$ cat config.mk
export PLATFORM = sky130hd
export DESIGN_NAME = sysctl_top
export DESIGN_NICKNAME = d
export VERILOG_FILES = /design/src/sysctl_pkg.sv /design/src/sysctl_bus_fsm.sv /design/src/sysctl_regs.sv /design/src/sysctl_reset_ctrl.sv /design/src/sysctl_tick_timer.sv /design/src/sysctl_top.sv
export SDC_FILE = /design/constraint.sdc
export NUM_CORES = 1
export LEC_CHECK = 0
export ABC_AREA = 1
export BUFFER_PORTS_ARGS = -buffer_cell sky130_fd_sc_hd__buf_2
export CELL_PAD_IN_SITES_DETAIL_PLACEMENT = 1
export CELL_PAD_IN_SITES_GLOBAL_PLACEMENT = 1
export CORE_UTILIZATION = 38
export CTS_CLUSTER_DIAMETER = 50
export DETAILED_ROUTE_END_ITERATION = 8
export HOLD_SLACK_MARGIN = 0.06
export PLACE_DENSITY_LB_ADDON = 0.25
export SLEW_MARGIN = 20
export SYNTH_ARGS = -nofsm -noshare
export SYNTH_HDL_FRONTEND = slang
export SYNTH_SLANG_ARGS = --single-unit
$ cat constraint.sdc
create_clock -name node_clk -period 2.9 [get_ports node_clk]
set_input_delay 0.435 -clock node_clk [delete_from_list [all_inputs] [get_ports node_clk]]
set_output_delay 0.435 -clock node_clk [all_outputs]
set_load 0.01 [all_outputs]
$ cat src/sysctl_pkg.sv
package sysctl_pkg;

	// ------------------------------------------------------------
	// bus and register widths
	// ------------------------------------------------------------
	localparam int ADR_W   = 32;	// bus address
	localparam int DAT_W   = 32;	// bus data
	localparam int SEL_W   = 4;	// byte lanes
	localparam int LED_W   = 8;
	localparam int RST_W   = 16;	// reset pulse vector
	localparam int CLKEN_W = 3;

	// ------------------------------------------------------------
	// address map
	// ------------------------------------------------------------
	// region compares adr[31:20], page compares adr[19:8]
	localparam logic [11:0] IO_REGION   = 12'hFD0;
	localparam logic [11:0] LED_PAGE    = 12'hFFF;
	localparam logic [11:0] RSTCTL_PAGE = 12'hFFC;

	// clock enables 2 and 1 on, 0 off
	localparam logic [CLKEN_W-1:0] CLKEN_RESET = 3'b110;

	// access machine
	typedef enum logic [1:0] {
		BUS_IDLE,	// waiting for req
		BUS_ACK,	// one-cycle ack
		BUS_WAIT,	// unmapped page timing out
		BUS_ERR	// one-cycle err
	} bus_state_e;

	// which register the address points at
	typedef enum logic [1:0] {
		REG_NONE,
		REG_LED,
		REG_RSTCTL
	} reg_sel_e;

endpackage

$ cat src/sysctl_bus_fsm.sv
`timescale 1ns/1ps

module sysctl_bus_fsm #(
	parameter int BUS_TIMEOUT = 16
) (
	input  logic                         node_clk,
	input  logic                         rst,
	input  logic                         req_i,
	input  logic                         we_i,
	input  logic [sysctl_pkg::ADR_W-1:0] adr_i,
	output sysctl_pkg::reg_sel_e         reg_sel_o,
	output logic                         wr_stb_o,
	output logic                         rd_stb_o,
	output logic                         ack_o,
	output logic                         err_o
);

localparam int TO_W = $clog2(BUS_TIMEOUT + 1);

sysctl_pkg::bus_state_e state;
sysctl_pkg::bus_state_e state_nxt;
logic [TO_W-1:0] to_cnt;	// cycles spent in BUS_WAIT
logic io_hit;
logic [11:0] page;
logic take;	// request accepted this cycle

// ------------------------------------------------------------
// address decode
// ------------------------------------------------------------
assign io_hit = adr_i[sysctl_pkg::ADR_W-1 -: 12] == sysctl_pkg::IO_REGION;
assign page = adr_i[19:8];

always_comb begin
	reg_sel_o = sysctl_pkg::REG_NONE;	// anything not listed times out
	if (io_hit) begin
		if (page == sysctl_pkg::LED_PAGE)
			reg_sel_o = sysctl_pkg::REG_LED;
		else if (page == sysctl_pkg::RSTCTL_PAGE)
			reg_sel_o = sysctl_pkg::REG_RSTCTL;
	end
end

// strobes only in idle, so one access at a time
assign take = (state == sysctl_pkg::BUS_IDLE) && req_i;
assign wr_stb_o = take & we_i;
assign rd_stb_o = take & ~we_i;

// ------------------------------------------------------------
// access state machine
// ------------------------------------------------------------
always_comb begin
	state_nxt = state;
	case (state)
	sysctl_pkg::BUS_IDLE: begin
		if (req_i) begin
			if (reg_sel_o == sysctl_pkg::REG_NONE)
				state_nxt = sysctl_pkg::BUS_WAIT;	// nobody home
			else
				state_nxt = sysctl_pkg::BUS_ACK;
		end
	end
	sysctl_pkg::BUS_ACK:
		state_nxt = sysctl_pkg::BUS_IDLE;	// req drops on this edge
	sysctl_pkg::BUS_WAIT: begin
		if (to_cnt == TO_W'(BUS_TIMEOUT - 1))
			state_nxt = sysctl_pkg::BUS_ERR;
	end
	sysctl_pkg::BUS_ERR:
		state_nxt = sysctl_pkg::BUS_IDLE;
	default:
		state_nxt = sysctl_pkg::BUS_IDLE;
	endcase
end

always_ff @(posedge node_clk or posedge rst) begin
	if (rst) begin
		state <= sysctl_pkg::BUS_IDLE;
		to_cnt <= '0;
	end else begin
		state <= state_nxt;
		if (state == sysctl_pkg::BUS_WAIT)
			to_cnt <= to_cnt + 1'b1;
		else
			to_cnt <= '0;	// fresh count on every entry
	end
end

// responses straight from the state register
assign ack_o = state == sysctl_pkg::BUS_ACK;
assign err_o = state == sysctl_pkg::BUS_ERR;

endmodule

$ cat src/sysctl_regs.sv
`timescale 1ns/1ps

module sysctl_regs (
	input  logic                         node_clk,
	input  logic                         rst,
	input  sysctl_pkg::reg_sel_e         reg_sel_i,
	input  logic                         wr_stb_i,
	input  logic                         rd_stb_i,
	input  logic [sysctl_pkg::DAT_W-1:0] dat_i,
	input  logic [sysctl_pkg::DAT_W-1:0] rstctl_rdata_i,
	output logic [sysctl_pkg::DAT_W-1:0] dat_o,
	output logic [sysctl_pkg::LED_W-1:0] led_o
);

logic [sysctl_pkg::DAT_W-1:0] rd_word;	// mux output
logic rd_load;

// ------------------------------------------------------------
// LED register
// ------------------------------------------------------------
always_ff @(posedge node_clk or posedge rst) begin
	if (rst)
		led_o <= '0;
	else if (wr_stb_i && (reg_sel_i == sysctl_pkg::REG_LED))
		led_o <= dat_i[sysctl_pkg::LED_W-1:0];	// low byte only
end

// ------------------------------------------------------------
// read data
// ------------------------------------------------------------
always_comb begin
	case (reg_sel_i)
	sysctl_pkg::REG_LED:
		rd_word = {{(sysctl_pkg::DAT_W - sysctl_pkg::LED_W){1'b0}}, led_o};
	sysctl_pkg::REG_RSTCTL:
		rd_word = rstctl_rdata_i;
	default:
		rd_word = '1;	// unmapped reads as all ones
	endcase
end

// reads always load, writes only when unmapped so err returns ones
assign rd_load = rd_stb_i | (wr_stb_i & (reg_sel_i == sysctl_pkg::REG_NONE));

// captured on the accept edge, held through ack or err
always_ff @(posedge node_clk) begin
	if (rd_load)
		dat_o <= rd_word;
end

endmodule

$ cat src/sysctl_reset_ctrl.sv
`timescale 1ns/1ps

module sysctl_reset_ctrl #(
	parameter int RST_PULSE_CYCLES = 64
) (
	input  logic                           node_clk,
	input  logic                           rst,
	input  logic                           wr_stb_i,
	input  sysctl_pkg::reg_sel_e           reg_sel_i,
	input  logic [sysctl_pkg::SEL_W-1:0]   sel_i,
	input  logic [sysctl_pkg::DAT_W-1:0]   dat_i,
	output logic [sysctl_pkg::RST_W-1:0]   rsts_o,
	output logic [sysctl_pkg::CLKEN_W-1:0] clken_o,
	output logic [sysctl_pkg::DAT_W-1:0]   rdata_o
);

localparam int CNT_W = $clog2(RST_PULSE_CYCLES + 1);
localparam int PAD_W = sysctl_pkg::DAT_W - sysctl_pkg::CLKEN_W - sysctl_pkg::RST_W;

logic [CNT_W-1:0] pulse_cnt;	// saturates at RST_PULSE_CYCLES
logic [sysctl_pkg::RST_W-1:0] rst_reg;
logic [sysctl_pkg::CLKEN_W-1:0] clken_reg;
logic wr_hit;
logic lo_lanes;	// bytes 1..0, reset bits
logic hi_lanes;	// bytes 3..2, clock enables
logic pulse_on;

assign wr_hit = wr_stb_i && (reg_sel_i == sysctl_pkg::REG_RSTCTL);
assign lo_lanes = |sel_i[1:0];
assign hi_lanes = |sel_i[3:2];
assign pulse_on = pulse_cnt != CNT_W'(RST_PULSE_CYCLES);

// ------------------------------------------------------------
// reset register and pulse timer
// ------------------------------------------------------------
always_ff @(posedge node_clk or posedge rst) begin
	if (rst) begin
		pulse_cnt <= CNT_W'(RST_PULSE_CYCLES);	// idle = saturated
		rst_reg <= '0;
		clken_reg <= sysctl_pkg::CLKEN_RESET;
	end else begin
		if (pulse_on)
			pulse_cnt <= pulse_cnt + 1'b1;
		else
			rst_reg <= '0;	// pulse done, drop the bits

		if (wr_hit && lo_lanes) begin
			rst_reg <= dat_i[sysctl_pkg::RST_W-1:0];
			pulse_cnt <= '0;	// restart pulse
			// resetting units 5/4 also turns their clock on
			clken_reg[2] <= clken_reg[2] | (|dat_i[5:4]);
		end
		// direct load wins over the bit-2 set above
		if (wr_hit && hi_lanes)
			clken_reg <= dat_i[sysctl_pkg::RST_W +: sysctl_pkg::CLKEN_W];
	end
end

// ------------------------------------------------------------
// outputs
// ------------------------------------------------------------
assign rsts_o = pulse_on ? rst_reg : '0;	// only while counting
assign clken_o = clken_reg;
assign rdata_o = {{PAD_W{1'b0}}, clken_reg, rst_reg};	// 18..16 clken, 15..0 rst

endmodule

$ cat src/sysctl_tick_timer.sv
`timescale 1ns/1ps

module sysctl_tick_timer #(
	parameter int TMR_PERIOD  = 1000000,
	parameter int TMR_IRQ_ON  = 150,
	parameter int TMR_IRQ_OFF = 200
) (
	input  logic node_clk,
	input  logic rst,
	output logic tmr_irq_o
);

localparam int CNT_W = $clog2(TMR_PERIOD + 1);

logic [CNT_W-1:0] tick_cnt;	// runs 1..TMR_PERIOD

// ------------------------------------------------------------
// periodic interrupt
// ------------------------------------------------------------
// level is high for TMR_IRQ_OFF-TMR_IRQ_ON cycles per period
always_ff @(posedge node_clk or posedge rst) begin
	if (rst) begin
		tick_cnt <= CNT_W'(1);
		tmr_irq_o <= 1'b0;
	end else begin
		if (tick_cnt == CNT_W'(TMR_PERIOD))
			tick_cnt <= CNT_W'(1);	// wrap
		else
			tick_cnt <= tick_cnt + 1'b1;

		if (tick_cnt == CNT_W'(TMR_IRQ_ON))
			tmr_irq_o <= 1'b1;	// rise
		else if (tick_cnt == CNT_W'(TMR_IRQ_OFF))
			tmr_irq_o <= 1'b0;	// fall
	end
end

endmodule

$ cat src/sysctl_top.sv
`timescale 1ns/1ps

module sysctl_top #(
	parameter int TMR_PERIOD       = 1000000,
	parameter int TMR_IRQ_ON       = 150,
	parameter int TMR_IRQ_OFF      = 200,
	parameter int RST_PULSE_CYCLES = 64,
	parameter int BUS_TIMEOUT      = 16
) (
	input  logic                           node_clk,
	input  logic                           rst,
	// request side
	input  logic                           req_i,
	input  logic                           we_i,
	input  logic [sysctl_pkg::SEL_W-1:0]   sel_i,
	input  logic [sysctl_pkg::ADR_W-1:0]   adr_i,
	input  logic [sysctl_pkg::DAT_W-1:0]   dat_i,
	// response side
	output logic                           ack_o,
	output logic                           err_o,
	output logic [sysctl_pkg::DAT_W-1:0]   dat_o,
	// system control
	output logic [sysctl_pkg::LED_W-1:0]   led_o,
	output logic [sysctl_pkg::RST_W-1:0]   rsts_o,
	output logic [sysctl_pkg::CLKEN_W-1:0] clken_o,
	output logic                           tmr_irq_o
);

sysctl_pkg::reg_sel_e reg_sel;	// decoded target
logic wr_stb;
logic rd_stb;
logic [sysctl_pkg::DAT_W-1:0] rstctl_rdata;	// reset ctrl readback

// ------------------------------------------------------------
// bus decode and handshake
// ------------------------------------------------------------
sysctl_bus_fsm #(
	.BUS_TIMEOUT(BUS_TIMEOUT)
) u_bus_fsm (
	.node_clk  (node_clk),
	.rst       (rst),
	.req_i     (req_i),
	.we_i      (we_i),
	.adr_i     (adr_i),
	.reg_sel_o (reg_sel),
	.wr_stb_o  (wr_stb),
	.rd_stb_o  (rd_stb),
	.ack_o     (ack_o),
	.err_o     (err_o)
);

// ------------------------------------------------------------
// registers
// ------------------------------------------------------------
sysctl_regs u_regs (
	.node_clk       (node_clk),
	.rst            (rst),
	.reg_sel_i      (reg_sel),
	.wr_stb_i       (wr_stb),
	.rd_stb_i       (rd_stb),
	.dat_i          (dat_i),
	.rstctl_rdata_i (rstctl_rdata),
	.dat_o          (dat_o),
	.led_o          (led_o)
);

sysctl_reset_ctrl #(
	.RST_PULSE_CYCLES(RST_PULSE_CYCLES)
) u_reset_ctrl (
	.node_clk  (node_clk),
	.rst       (rst),
	.wr_stb_i  (wr_stb),
	.reg_sel_i (reg_sel),
	.sel_i     (sel_i),
	.dat_i     (dat_i),
	.rsts_o    (rsts_o),
	.clken_o   (clken_o),
	.rdata_o   (rstctl_rdata)
);

// free-running, no bus access
sysctl_tick_timer #(
	.TMR_PERIOD  (TMR_PERIOD),
	.TMR_IRQ_ON  (TMR_IRQ_ON),
	.TMR_IRQ_OFF (TMR_IRQ_OFF)
) u_tick_timer (
	.node_clk  (node_clk),
	.rst       (rst),
	.tmr_irq_o (tmr_irq_o)
);

endmodule

==> out/metrics.yaml, run 1 <==
critical_path:
  r2r-end: "u_tick_timer.tick_cnt[14]"
  max_stage_delay_ns: 0.42
  end_kind: "output port"
  crit_end: "rsts_o[14]"
  cp.depth: 9
  cp-start-kind: "flop"
  arrival_ns: 1.89
  crit_type: "reg -> out"
  crit_start: "u_reset_ctrl.pulse_cnt[0]"
  rrSetupSlack_ns: 1.02
  cp_cell_sequence: "inv_1 > ha_1 > nand2_1 > nor3_1 > nand3_1 > buf_4 > nand2_1 > inv_1 > buf_2"
  crit_slowest_cell: "dfrtp_1"
  r2r-start: "u_tick_timer.tick_cnt[0]"
  crit_required_ns: 2.47
  crit_buf_inv: 4
  crit_family: "simple AND/OR/NAND/NOR gates"
  worstRegToRegCells: 9
  crit_path_max_fanout: 13
sta:
  worst_slew_pin_slew_ns: 0.693
  setup_viol: 0
  period_minus_slack_ns: 2.33
  slew_violations: 0
  rsz0062_at_grt: "false"
  fin_worst_skew_ns: 0.00796
  totalNegativeSetupSlack_ns: 0
  max_freq_mhz: 430
  hold_ws_ns: 0.196
  maxSlewHeadroom_pct: 53.7
  final_hold_viol_count: 0
  timing.final.crit_share_pct: 80.3
route:
  wl_per_cell_um: 14.6
  antenna_left: 0
  viasPerCell: 4.85
  drc: 0
  dr.first_iter.drc_count: 131
  routed_wl_mm: 11.2
  vias: 3728
  drt_pass1_iterations: 4
global_routing:
  grt_max_degree: 34
  gr-total-overflow: 0
  grt_pass1_wl_mm: 18.7
  antenna_found_initial: 0
  grt_pass1_vias: 3879
  track_usage_pct: 20.7
synthesis:
  yosys_warnings: 0
  synth_top_family_by_area: "simple AND/OR/NAND/NOR gates"
  synth.distinct_cells: 37
  synth-seq-area-share_pct: 49.0
  synth_top_area_share_pct: 33.0
  syn_inst: 523
  synth_mux_area_share_pct: 0
  yosys-top-cells-area: "dfrtp_1, edfxtp_1, nand2_1, inv_1, o21ai_2"
  syn_nets: 602
  synth_compound_area_share_pct: 5.57
  avgSynthCellArea_um2: 8.42
  yosys.area_share.simple_pct: 27.2
  ys_ff_latch: 82
  synth_adder_area_share_pct: 1.99
  synth_xor_area_share_pct: 3.38
  yosys.area.top_type: "dfrtp_1"
  syn_area_um2: 4400
floorplanning:
  die_area_um2: 12000
  dieWidth_um: 110
  die_h_um: 110
  std_cell_rows: 38
  core_area_um2: 11100
  io_pins: 134
  start_util_pct: 39.7
clock_network:
  clock_latency_ns: 0.34
  post_cts_buffers: 0
  clk_pin_slew_ns: 0.06
  numClockSinks: 82
  cts_tree: "yes"
  htreeDepth: 3
  cts_hold_buf: 0
  cts_buffers: 9
  root_buffer: "clkbuf_16"
  post_cts_resized: 0
  cts_buffer_depth: 2
cells_and_area:
  area_growth_pct: 20.0
  multiInputGateArea_um2: 1680
  nNetsFinal: 702
  nFillCells: 1361
  mostFrequentLayoutCells: "nand2_1, buf_2, inv_1"
  final_common_cell: "nand2_1"
  final-seq-area_um2: 2160
  insertedDiodeCount: 0
  drive_above_1_share_pct: 28.3
  fin_area_um2: 5280
placement:
  placed_area_um2: 4970
  routabilityCongestion: 0.870
  portBuffers: 112
  hpwl_mm: 8.48
flow_run:
  drv_cap: 0
pwr:
  power_density_nw_per_um2: 504
  cellLeakagePower_nw: 2.54
  peakVddDrop_v: 0.000305
worst_hold_path:
  hold_class: "in -> async"
run_status:
  status: "finished, final reports clean"
-- how the worst min path moves through the flow --
stage | end | cells after the start
after floorplan | u_bus_fsm.to_cnt[0] | 1
after global placement | u_bus_fsm.to_cnt[0] | 1
after detailed placement | u_bus_fsm.to_cnt[0] | 1
after CTS | u_tick_timer.tick_cnt[18] | 2
after global routing | u_reset_ctrl.rst_reg[14] | 2
final | u_tick_timer.tick_cnt[18] | 2
-- where the power goes --
group          total, W  switching [W]  leakage (nW)  internal [W]
Clock           0.00117       0.000492         0.145      0.000682
Sequential      0.00127      0.0000312         0.906       0.00124
Combinational  0.000219       0.000141          1.48     0.0000781
Total           0.00266       0.000664          2.54       0.00199
-- cell usage after synthesis, drive strengths merged --
library cell / number
dfstp: 4
xnor2: 1
nor3b: 2
inv: 86
o21ai: 32
a21oi: 2
edfxtp: 20
nor2: 44
clkinv: 3
xor2: 16
nor4: 5
ha: 7
nor3: 13
o21a: 1
nand3b: 2
buf: 28
dfrtp: 58
nand3: 32
nand2: 153
nand4: 14
-- per-layer routing --
metal / track usage, % / share of wire (%)
met3: 5.10 / 5.2
met5: 0 / 0
met1: 23.8 / 41
met2: 37.8 / 52
met4: 6.00 / 1.7
-- per-stage QoR --
step           worst slack, ns  power, W  cells  util [%]
6_report                 0.573   0.00266    768      47.7
3_5_place_dp             0.772   0.00151    752      44.8
2_1_floorplan            0.407   0.00142    523         -
5_1_grt                  0.338   0.00279    768      47.7
4_1_cts                  0.530   0.00270    768      47.7
3_3_place_gp             0.848   0.00150    752      44.8
-- cells by family (layout without fill, tap and decap cells) --
kind of cell               after synthesis  after routing
and+or+nand+nor                        265            265
buffers and inverters                  117            222
adders and majority gates                7              7
AOI/OAI and AO/OA                       35             35
DFF                                     82             82
xor gates and xnor gates                17             17
-- layout make-up --
class                      instances  share of cell area (%)
timing repair buffer             117                    11.6
clock buffer                       9                    4.27
tap                              140                    3.32
sequential                        82                    40.9
inverter                          89                    6.45
clock inverter                     7                    1.66
multi-input combinational        324                    31.9
No activity file was read; power rests on OpenSTA's default activity.
==> inputs of run 2 (changes only) <==
ABC_AREA = 0   (was 1)
CORE_UTILIZATION = 35   (was 38)
clock period = 2.1 ns   (was 2.9 ns; I/O delays follow)
==> run 2 against run 1 <==
Net effect:
- sequential power is 37% higher
- global-route usage is 2.6 points lower
- register-to-register slack worse by 0.85 ns
- routed wire length is 11% lower
- combinational power is 48% higher
- count of clock-buffer cells in the layout stayed put
- hold slack worse by 0.017 ns
- critical endpoint is now u_reset_ctrl.rst_reg[11]
- cell count is 19% lower
- setup slack worse by 0.45 ns
- area after synthesis is 8.7% lower
- non-clock buffer count is 19 higher
==> out/metrics.yaml, run 2 <==
run_status:
  status: "finished, final reports clean"  # unchanged
worst_hold_path:
  hold_class: "in -> reg"  # was in -> async
  whs_path_depth: 3
  min-delay-start: "dat_i[18]"
  holdPathEnd: "u_reset_ctrl.clken_o[2]"
route:
  antenna_left: 0  # unchanged
  viasPerCell: 5.01  # was 4.85
  vias: 3114  # was 3728
  drc: 0  # unchanged
  routed_wl_mm: 10.0  # was 11.2 mm
  dr.first_iter.drc_count: 124  # was 131
  drt_pass1_iterations: 4  # unchanged
  wl_per_cell_um: 16.2  # was 14.6 µm
placement:
  portBuffers: 112  # unchanged
  routabilityCongestion: 0.769  # was 0.870
  dp_cells: 604  # was 752
  hpwl_mm: 7.37  # was 8.48 mm
  placed_area_um2: 4760  # was 4970 µm²
synthesis:
  syn_area_um2: 4020  # was 4400 µm²
  syn_nets: 435  # was 602
  ys_ff_latch: 82  # unchanged
  avgSynthCellArea_um2: 11.3  # was 8.42 µm²
  yosysMostFrequentCell: "dfrtp_1"  # was nand2_1
  synth.distinct_cells: 48  # was 37
  syn_inst: 356  # was 523
  synth_commonest_cells: "dfrtp_1, nand2_1, nor2_1, edfxtp_1, and2_1"  # was nand2_1, inv_1, dfrtp_1, nor2_1, nand3_1
  synth_edf_count: 20  # unchanged
  synth-seq-area-share_pct: 53.7  # was 49.0%
  yosys.area.top_type: "dfrtp_1"  # unchanged
  async_flop_share_pct: 75.6  # unchanged
  ys.flop_type: "dfrtp_1"  # unchanged
  yosys-top-cells-area: "dfrtp_1, edfxtp_1, mux2_2, mux2_4, nand2_1"  # was dfrtp_1, edfxtp_1, nand2_1, inv_1, o21ai_2
  synth_top_area_share_pct: 36.1  # was 33.0%
  yosys_warnings: 0  # unchanged
global_routing:
  antenna_found_initial: 0  # unchanged
  gr-total-overflow: 0  # unchanged
  grt_pass1_vias: 3244  # was 3879
  track_usage_pct: 18.1  # was 20.7%
  grt_pass1_wl_mm: 16.3  # was 18.7 mm
  grt_max_degree: 21  # was 34
critical_path:
  rrSetupSlack_ns: 0.17  # was 1.02 ns
  r2r-start: "u_bus_fsm.state[1]"  # was u_tick_timer.tick_cnt[0]
  crit_required_ns: 2.32  # was 2.47 ns
  worstRegToRegCells: 4  # was 9
  crit_path_max_fanout: 16  # was 13
  r2r-end: "u_reset_ctrl.rst_reg[11]"  # was u_tick_timer.tick_cnt[14]
  cp-start-kind: "primary input"  # was flop
  arrival_ns: 2.20  # was 1.89 ns
  end_kind: "flop"  # was output port
  crit_start: "adr_i[22]"  # was u_reset_ctrl.pulse_cnt[0]
  crit_type: "in -> reg"  # was reg -> out
cells_and_area:
  drive_above_1_share_pct: 38.9  # was 28.3%
  nNetsFinal: 556  # was 702
  mostFrequentLayoutCells: "buf_2, dfrtp_1, nand2_1"  # was nand2_1, buf_2, inv_1
  insertedDiodeCount: 0  # unchanged
  final_cells: 621  # was 768
  fin_area_um2: 5100  # was 5280 µm²
  area_growth_pct: 26.8  # was 20.0%
  final_common_cell: "buf_2"  # was nand2_1
clock_network:
  cts_buffers: 9  # unchanged
  clock_latency_ns: 0.34  # about the same
  htreeDepth: 3  # unchanged
  cts_buffer_depth: 2  # unchanged
  root_buffer: "clkbuf_16"  # unchanged
  cts_tree: "yes"  # unchanged
  clk_pin_slew_ns: 0.06  # about the same
  numClockSinks: 82  # unchanged
sta:
  maxSlewHeadroom_pct: 61.8  # was 53.7%
  setup_viol: 0  # unchanged
  worst_slew_pin_slew_ns: 0.572  # was 0.693 ns
  max_freq_mhz: 505
  slew_violations: 0  # unchanged
  fin_worst_skew_ns: 0.00680  # was 0.00796 ns
  rsz0062_at_grt: "false"  # unchanged
  timing.final.crit_share_pct: 94.4
  period_minus_slack_ns: 1.98
  final_hold_viol_count: 0  # unchanged
floorplanning:
  die_area_um2: 11900  # was 12000 µm²
  io_pins: 134  # unchanged
  dieWidth_um: 109  # was 110 µm
  std_cell_rows: 38  # unchanged
  die_h_um: 109  # was 110 µm
  core_area_um2: 11000  # was 11100 µm²
  start_util_pct: 36.4  # was 39.7%
pwr:
  cellLeakagePower_nw: 2.33  # was 2.54 nW
  peakVddDrop_v: 0.000362  # was 0.000305 V
  power_density_nw_per_um2: 733  # was 504 nW/µm²
flow_run:
  drv_cap: 0  # unchanged
[run 2: changes by cell type in the layout (fill, tap and decap cells not counted), sizes merged, moves of 12 or more]
cell / change
buf: +18
xnor2: +12
mux2: +26
nand2: -120
nor2: -16
o21ai: -21
inv: -71
nand3: -24
and2: +18
[run 2: cell families after synthesis]
group           synth area share, %
compound gates                 5.29
fa+ha+maj                      2.18
simple gates                   19.0
xor+xnor                       4.79
buf+inv                        6.13
mux                            8.96
flops                          53.7
[run 2: metrics by stage]
| stage | util, % | power (W) | setup TNS, ns | hold WS (ns) | worst slack [ns] |
|---|---|---|---|---|---|
| 3_5_place_dp | 43.2 | 0.00210 | -9.11 | 0.333 | -0.234 |
| 6_report | 46.2 | 0.00374 | 0 | 0.179 | 0.118 |
| 5_1_grt | 46.2 | 0.00390 | 0 | 0.195 | 0.0354 |
| 2_1_floorplan | - | 0.00195 | -1.48 | 0.404 | -0.148 |
| 4_1_cts | 46.1 | 0.00379 | 0 | 0.175 | 0.0515 |
| 3_3_place_gp | 43.2 | 0.00207 | -7.89 | 0.340 | -0.211 |
[run 2: power breakdown]
group / total, W / internal (W) / switching (W)
registers: 0.00174 / 0.00170 / 0.0000359
logic: 0.000325 / 0.000142 / 0.000183
clock network: 0.00167 / 0.00104 / 0.000635
total: 0.00374 / 0.00288 / 0.000854
[run 2: area by class of cell]
| type | instances | area (µm²) |
|---|---|---|
| Fill cell | 1246 | 5930 |
| Sequential cell | 82 | 2160 |
| Multi-Input combinational cell | 232 | 1620 |
| Timing Repair Buffer | 136 | 772 |
| Clock buffer | 9 | 225 |
| Tap cell | 140 | 175 |
| Clock inverter | 6 | 90.1 |
| Inverter | 16 | 60.1 |
[run 2: worst max-delay path by stage]
| stage | endpoint | slack, ns | cells after the start |
|---|---|---|---|
| finish | u_reset_ctrl.rst_reg[11] | 0.12 | 5 |
| global route | u_reset_ctrl.rst_reg[11] | 0.04 | 4 |
| CTS | rsts_o[7] | 0.05 | 6 |
| detailed placement | u_reset_ctrl.rst_reg[13] | -0.23 | 5 |
| global placement | u_reset_ctrl.rst_reg[12] | -0.21 | 5 |
| floorplan | u_reset_ctrl.rst_reg[10] | -0.15 | 7 |
[run 2: routing by layer]
metal / wire length, µm / track usage (%) / up-vias
met1: 4160 / 20.0 / 1551
met3: 535 / 6.10 / 10
met4: 87 / 4.86 / 0
met5: 0 / 0 / -
met2: 5260 / 33.1 / 73
li1: - / - / 1480
[run 2: what timing repair did]
item,in CTS,in global routing
gates resized for setup,0,1
hold endpoints to repair,15,0
setup buffers,0,1
hold buffers,1,0
setup endpoints to repair,0,15
[run 2: critical path, cell delays in order]
cell	delay [ns]
buf_2	0.09
nand4b_1	0.14
or4_1	0.58
or4_4	0.70
mux2_4	0.36
